File: src/hw/cpu_bus_pkg.sv
package cpu_bus_pkg;

   // cpu write bus widths
   localparam int DATA_W  = 32;           // write data
   localparam int STRB_W  = DATA_W / 8;   // one strobe bit per byte lane
   localparam int WADDR_W = 4;            // byte address, word aligned

   // lane offset must also hold STRB_W itself
   // (the count for an empty strobe)
   localparam int LANE_W  = $clog2(STRB_W) + 1;

   typedef logic [DATA_W-1:0]  wdata_t;
   typedef logic [STRB_W-1:0]  wstrb_t;
   typedef logic [WADDR_W-1:0] waddr_t;
   typedef logic [LANE_W-1:0]  lane_t;

endpackage

File: src/hw/regbank_cfg_pkg.sv
package regbank_cfg_pkg;

   // register file geometry
   localparam int REG_N   = 16;             // byte registers in the bank
   localparam int REG_W   = 8;              // bits per register
   localparam int RADDR_W = $clog2(REG_N);  // register index width

   // core-side read window
   localparam int RD_REGS = 4;              // consecutive registers per read
   localparam int RDATA_W = RD_REGS * REG_W;

   // index of one register, also the read start index
   typedef logic [RADDR_W-1:0] reg_idx_t;

   // contents of one register
   typedef logic [REG_W-1:0] reg_byte_t;

   // read word, register raddr in the low byte,
   // raddr+1 above it and so on up to raddr+RD_REGS-1
   typedef logic [RDATA_W-1:0] rdata_t;

endpackage

File: src/hw/regbank_wr_if.sv
`timescale 1ns/1ps

// one registered write request, cpu port to register bank
interface regbank_wr_if
   import cpu_bus_pkg::*;
();

   logic   wen;    // request present this cycle
   waddr_t waddr;  // word aligned byte address
   wstrb_t wstrb;  // byte lane strobe
   wdata_t wdata;  // full write word, lanes picked by the sink

   // request register side
   modport source (
      output wen,
      output waddr,
      output wstrb,
      output wdata
   );

   // register file side
   modport sink (
      input wen,
      input waddr,
      input wstrb,
      input wdata
   );

endinterface

File: src/hw/cpu_wr_port.sv
`timescale 1ns/1ps

// cpu write request stage
// one register between the cpu strobes and the register file
module cpu_wr_port
   import cpu_bus_pkg::*;
(
   input  logic   clk_i,
   input  logic   reset_i,
   input  logic   cke_i,
   input  logic   valid_i,
   input  waddr_t addr_i,
   input  wdata_t wdata_i,
   input  wstrb_t wstrb_i,
   output logic   ack_o,
   regbank_wr_if.source wr
);

   logic   wen_q;    // request held for the register file
   waddr_t waddr_q;
   wstrb_t wstrb_q;
   wdata_t wdata_q;

   // control flop follows valid_i on every enabled edge
   always_ff @(posedge clk_i) begin
      if (reset_i) begin
         wen_q <= 1'b0;
      end else if (cke_i) begin
         wen_q <= valid_i;
      end
   end

   // payload only moves when a request arrives
   always_ff @(posedge clk_i) begin
      if (cke_i && valid_i) begin
         waddr_q <= addr_i;
         wstrb_q <= wstrb_i;
         wdata_q <= wdata_i;
      end
   end

   assign wr.wen   = wen_q;
   assign wr.waddr = waddr_q;
   assign wr.wstrb = wstrb_q;
   assign wr.wdata = wdata_q;

   // one-cycle ack in the cycle the request sits on the interface
   assign ack_o = wen_q;

   // accepted request reaches the bank word aligned
   a_waddr_aligned: assert property (
      @(posedge clk_i) disable iff (reset_i)
      cke_i && valid_i |=> (wr.waddr % STRB_W) == 0
   );

endmodule

File: src/hw/regbank_2p.sv
`timescale 1ns/1ps

// byte register file
// write side takes one byte per request, picked by the lowest strobe bit
// read side returns RD_REGS consecutive registers, no latency
module regbank_2p
   import regbank_cfg_pkg::*;
   import cpu_bus_pkg::*;
(
   input  logic     clk_i,
   input  logic     reset_i,
   input  logic     cke_i,
   regbank_wr_if.sink wr,
   input  reg_idx_t raddr_i,
   output rdata_t   resp_o
);

   reg_byte_t        regs [REG_N];  // the register array
   lane_t            lane;          // offset of the first strobed byte
   logic [WADDR_W:0] tgt;           // target index, one extra bit for overflow
   reg_byte_t        wbyte;         // byte lane selected for the write
   logic [REG_N-1:0] reg_en;        // one-hot register enable

   strb_offset u_strb_offset (
      .data_i  (wr.wstrb),
      .count_o (lane)
   );

   // word address plus lane offset
   assign tgt = {1'b0, wr.waddr} + (WADDR_W + 1)'(lane);

   // pick the data lane that matches the offset
   always_comb begin
      wbyte = '0;
      for (int j = 0; j < STRB_W; j++) begin
         if (lane == lane_t'(j)) begin
            wbyte = wr.wdata[j*REG_W +: REG_W];
         end
      end
   end

   // enable exactly one register, or none when the request is dropped
   always_comb begin
      reg_en = '0;
      if (wr.wen && (lane < lane_t'(STRB_W)) && (tgt < REG_N)) begin
         reg_en[tgt[RADDR_W-1:0]] = 1'b1;
      end
   end

   always_ff @(posedge clk_i) begin
      if (reset_i) begin
         for (int i = 0; i < REG_N; i++) begin
            regs[i] <= '0;
         end
      end else if (cke_i) begin
         for (int i = 0; i < REG_N; i++) begin
            if (reg_en[i]) begin
               regs[i] <= wbyte;
            end
         end
      end
   end

   // read window
   // register raddr in the low byte, higher registers above it
   always_comb begin
      for (int k = 0; k < RD_REGS; k++) begin
         resp_o[k*REG_W +: REG_W] = regs[raddr_i + reg_idx_t'(k)];
      end
   end

   // read window must not run past the last register
   a_raddr_range: assert property (
      @(posedge clk_i) disable iff (reset_i)
      raddr_i <= reg_idx_t'(REG_N - RD_REGS)
   );

   // the cpu port never forwards an empty strobe
   a_wstrb_nonzero: assert property (
      @(posedge clk_i) disable iff (reset_i)
      wr.wen |-> wr.wstrb != '0
   );

endmodule

File: src/hw/regbank_top.sv
`timescale 1ns/1ps

// register bank top
// cpu write strobes in, core read window out
module regbank_top
   import regbank_cfg_pkg::*;
   import cpu_bus_pkg::*;
(
   input  logic     clk_i,
   input  logic     reset_i,
   input  logic     cke_i,
   // cpu write side
   input  logic     cpu_valid_i,
   input  waddr_t   cpu_addr_i,
   input  wdata_t   cpu_wdata_i,
   input  wstrb_t   cpu_wstrb_i,
   output logic     cpu_ack_o,
   // core read side
   input  reg_idx_t raddr_i,
   output rdata_t   rdata_o
);

   regbank_wr_if wr_if ();  // registered request between the two blocks

   cpu_wr_port u_wr_port (
      .clk_i   (clk_i),
      .reset_i (reset_i),
      .cke_i   (cke_i),
      .valid_i (cpu_valid_i),
      .addr_i  (cpu_addr_i),
      .wdata_i (cpu_wdata_i),
      .wstrb_i (cpu_wstrb_i),
      .ack_o   (cpu_ack_o),
      .wr      (wr_if.source)
   );

   regbank_2p u_regbank (
      .clk_i   (clk_i),
      .reset_i (reset_i),
      .cke_i   (cke_i),
      .wr      (wr_if.sink),
      .raddr_i (raddr_i),
      .resp_o  (rdata_o)
   );

endmodule

File: src/hw/strb_offset.sv
`timescale 1ns/1ps

// trailing zero count of a byte strobe
// gives the lane of the lowest enabled byte, STRB_W when none is set
module strb_offset
   import cpu_bus_pkg::*;
(
   input  wstrb_t data_i,
   output lane_t  count_o
);

   lane_t count;

   always_comb begin
      count = lane_t'(STRB_W);  // empty strobe
      // scan from the top so the lowest set bit wins
      for (int i = STRB_W - 1; i >= 0; i--) begin
         if (data_i[i]) begin
            count = lane_t'(i);
         end
      end
   end

   assign count_o = count;

endmodule
File: config.mk
export PLATFORM = sky130hd
export DESIGN_NAME = regbank_top
export DESIGN_NICKNAME = d
export VERILOG_FILES = /design/src/hw/cpu_bus_pkg.sv /design/src/hw/regbank_cfg_pkg.sv /design/src/hw/regbank_wr_if.sv /design/src/hw/cpu_wr_port.sv /design/src/hw/regbank_2p.sv /design/src/hw/regbank_top.sv /design/src/hw/strb_offset.sv
export SDC_FILE = /design/constraint.sdc
export NUM_CORES = 1
export LEC_CHECK = 0
export ABC_AREA = 1
export ABC_CLOCK_PERIOD_IN_PS = 6600
export BUFFER_PORTS_ARGS = -buffer_cell sky130_fd_sc_hd__buf_2
export CORE_ASPECT_RATIO = 1.75
export CORE_MARGIN = 3
export CORE_UTILIZATION = 60
export DETAILED_ROUTE_END_ITERATION = 12
export PLACE_DENSITY = 0.89
export REMOVE_ABC_BUFFERS = 1
export SLEW_MARGIN = 20
export SYNTH_ARGS = -nofsm -noshare
export SYNTH_HDL_FRONTEND = slang
export SYNTH_SLANG_ARGS = --single-unit
File: constraint.sdc
create_clock -name clk_i -period 6.6 [get_ports clk_i]
set_clock_uncertainty 0.1 [all_clocks]
set_input_delay 0.66 -clock clk_i [delete_from_list [all_inputs] [get_ports clk_i]]
set_output_delay 0.66 -clock clk_i [all_outputs]
set_load 0.01 [all_outputs]
==> qor.txt <==
=================================================================================
Final ANT Viol Nets                                                             0
Core utilization of the finished layout                                     67.7%
Register area share after synthesis                                         50.1%
Number of antenna violations at the first check in global routing               0
Clock buffer count from CTS                                                    17
Pins over their slew limit                                                      0
Worst IR drop on VDD                                                     0.227 mV
TritonRoute pass-1 iters                                                        6
Slew HR                                                                     29.8%
Hold Path Stages                                                                1
Vias in the first global route                                              8,280
I/O Buffers                                                                    80
Count of H-tree levels built during CTS                                         4
Average wire length per cell after detail routing                         19.0 µm
Number of setup buffers added after CTS                                         0
Dominant register cell in the synthesized netlist                    sky130_fd_sc_hd__edfxtp_1
Worst flop-to-flop path endpoint                                     u_regbank.regs[10][3]
Source of the worst hold timing path                                 cpu_addr_i[1]
Synth async-reset ratio                                                        0%
RePlAce Congestion                                                          0.940
Cell area after synthesis                                              0.0101 mm²
Flip-flop and latch count after synthesis                                     169
Largest net degree at the start of global routing                              80
Total congestion overflow                                                       0
Type of element launching the critical path                            input port
Iteration-0 DRC count of the detailed router                                  687
Unrepaired setup endpoints after global routing                                no
Number of buffers between clock root and the deepest sink                       2
Total Negative Setup Slacks                                                  0 ns
Library cell appearing most often on the critical path               sky130_fd_sc_hd__nand3_1
Arrival time of data at the critical path endpoint                        3.15 ns
Syn_area_per_cell                                                        8.90 µm²
Hpwl dp                                                                 19,000 µm
Number of hold-repair buffers added at the cts stage                            0
Dpl cells                                                                   1,380
Starting utilization of the core area                                       61.5%
Die Ht                                                                     178 µm
Worst-path cell chain                                                buf_6 > inv_1 > ha_2 > inv_2 > nand2_1 > nand3_1 > nand3_1 > o21a_1 > buf_2
Longest individual stage delay on the worst path                          0.76 ns
Register-to-Register Path Depth                                                11
Die X                                                                      104 µm
Areal power density over the cells                                     251 mW/mm²
Number of top-level pins                                                       81
Nature of the critical path endpoint                                  output port
Post-detailed-routing wire length                                       26,800 µm
Count of mapped cells out of synthesis                                      1,136
Area delta synth->final                                                     10.1%
Ratio of cells with drive above 1 in the final layout                       13.1%
Critical register-to-register path startpoint                        u_wr_port.wr.wstrb[0]
Required time of the worst setup path                                     5.84 ns
Tightest Hold Check Type                                                   in2reg
Final standard cell count with taps included and fillers excluded           1,410
Classification of the worst setup path                                     in2out
First-pass GRT wire length                                              41,700 µm
Final #Nets                                                                 1,229
Max Clk Rate                                                            0.256 GHz
Global-route total usage across every layer                                 29.3%
Pin slew with the least headroom to its limit                             1.05 ns
Post-route DRC                                                                  0
Clock slew seen by the registers of the worst setup and hold paths        0.06 ns
Count of final hold-check violations                                            0
Count of flip-flops with a built-in enable after synthesis                    168
Post-cts sizing count                                                           0
Synth warnings                                                                  0
Standby leakage power                                                     4.82 nW
Clock latency on the worst-skew pair                                      0.43 ns
Worst min-delay path endpoint                                        u_wr_port.wr.waddr[1]
Overall die area                                                       0.0185 mm²
Root buffer cell                                                     sky130_fd_sc_hd__clkbuf_16
Number of core rows                                                            62
Largest fanout on the critical path                                            64
Number of inserted diodes                                                       0
Vias                                                                        8,503
Setup slack on the worst flop-to-flop path                                3.33 ns
Count of endpoints failing setup in the final report                            0
TritonCTS clock tree                                                        built
Count of clock tree sinks                                                     169
Core ar.                                                               0.0164 mm²
Critical Path Slowest Stage Cell                                     sky130_fd_sc_hd__inv_2
Unique cell type count in the Yosys netlist                                    33
Post-route fraction of the period consumed by the critical path             59.2%
Result of the run                                                    finished clean
Drt via density                                                              6.03
Reported max-cap violation count                                                0
Post-route minimum period                                                 3.91 ns
=================================================================================
[routing by layer]
metal  vias to the layer above  part of all wire (%)  global-route usage, %
met5                         -                 0.030                      0
met4                         2                   7.4                   21.1
met3                       142                   7.4                   5.61
met2                       484                    52                   53.6
met1                      3912                    33                   29.5
li1                       3963                     -                      -
[layout by cell type (no fill, tap or decap), types with 5 or more instances in the layout]
master / count
sky130_fd_sc_hd__nand2_1: 365
sky130_fd_sc_hd__edfxtp_1: 168
sky130_fd_sc_hd__nand3_1: 154
sky130_fd_sc_hd__mux2i_1: 94
sky130_fd_sc_hd__nor2_1: 82
sky130_fd_sc_hd__buf_2: 79
sky130_fd_sc_hd__o21ai_0: 50
sky130_fd_sc_hd__inv_1: 45
sky130_fd_sc_hd__o21a_1: 26
sky130_fd_sc_hd__clkbuf_16: 17
sky130_fd_sc_hd__o211ai_1: 11
sky130_fd_sc_hd__nand3_4: 11
sky130_fd_sc_hd__buf_4: 11
sky130_fd_sc_hd__a21oi_1: 10
sky130_fd_sc_hd__nand4_1: 9
sky130_fd_sc_hd__nor2_2: 8
sky130_fd_sc_hd__clkinv_1: 5
sky130_fd_sc_hd__ha_1: 5
[logic make-up after synthesis]
family / synth area share [%]
xor gates and xnor gates: 0.619
DFF: 50.1
buffers and inverters: 4.88
adders and majority gates: 0.743
muxes: 9.31
AOI/OAI and AO/OA: 5.84
and+or+nand+nor: 28.5
[synth_stat cells (4+ instances only)]
| master | number | share of area, % |
|---|---|---|
| sky130_fd_sc_hd__mux2i_1 | 94 | 9.3 |
| sky130_fd_sc_hd__nor2_1 | 82 | 3.0 |
| sky130_fd_sc_hd__nand2_1 | 365 | 14 |
| sky130_fd_sc_hd__edfxtp_1 | 168 | 50 |
| sky130_fd_sc_hd__inv_1 | 46 | 1.7 |
| sky130_fd_sc_hd__nand2_2 | 4 | 0.25 |
| sky130_fd_sc_hd__clkbuf_1 | 34 | 1.3 |
| sky130_fd_sc_hd__nand4_1 | 9 | 0.56 |
| sky130_fd_sc_hd__o211ai_1 | 11 | 0.82 |
| sky130_fd_sc_hd__nand3_1 | 154 | 7.6 |
| sky130_fd_sc_hd__buf_1 | 9 | 0.33 |
| sky130_fd_sc_hd__ha_1 | 6 | 0.74 |
| sky130_fd_sc_hd__or2_2 | 4 | 0.25 |
| sky130_fd_sc_hd__nand3_4 | 11 | 1.9 |
| sky130_fd_sc_hd__nor2_2 | 8 | 0.50 |
| sky130_fd_sc_hd__buf_2 | 27 | 1.3 |
| sky130_fd_sc_hd__o21a_1 | 26 | 1.9 |
| sky130_fd_sc_hd__a21oi_1 | 10 | 0.50 |
| sky130_fd_sc_hd__o21ai_0 | 50 | 2.5 |
[worst max path at each step]
stage                          start           to  slack [ns]
after floorplan           raddr_i[1]  rdata_o[24]        1.89
after global placement    raddr_i[1]  rdata_o[19]        2.76
after detailed placement  raddr_i[0]  rdata_o[11]        2.76
after CTS                 raddr_i[0]  rdata_o[24]        2.74
after global routing      raddr_i[0]  rdata_o[11]        2.52
final                     raddr_i[0]  rdata_o[13]        2.69
[registers in the layout, indices dropped and copies added (netlist names)]
| register | flops |
|---|---|
| u_regbank.regs | 128 |
| u_wr_port.wr.wdata | 32 |
| u_wr_port.wr.waddr | 4 |
| u_wr_port.wr.wstrb | 4 |
| u_wr_port.ack_o | 1 |
[through the flow]
step	power (mW)	hold WS (ns)	setup WS (ns)	instance area, µm²
3_5_place_dp	1.83	0.382	2.76	10600
2_1_floorplan	1.63	0.385	1.89	9800
4_1_cts	2.77	0.299	2.74	11100
5_1_grt	2.89	0.296	2.52	11100
3_3_place_gp	1.81	0.361	2.76	10600
6_report	2.79	0.301	2.69	11100
[layout make-up]
type	instances	area [µm²]
fillers	1307	5320
flip-flops and latches	169	5060
multi-input cells	848	4550
repair buffers	91	489
clock buffers	17	425
well taps	224	280
inverters	48	185
clock inverters	13	130
[worst max-delay path: cells and delay by family]
family          cells  cell delay, ns
buf+inv             4            1.52
simple gates        3            0.41
fa+ha+maj           1            0.41
compound gates      1            0.12
[power by group]
part	internal (mW)	switching [mW]	leakage, nW	total, mW
clock	0.550	0.419	0.266	0.968
combinational	0.179	0.368	2.85	0.547
sequential	1.25	0.0283	1.71	1.27
total	1.97	0.815	4.82	2.79
Note: power is estimated with default switching activity, not from simulation.
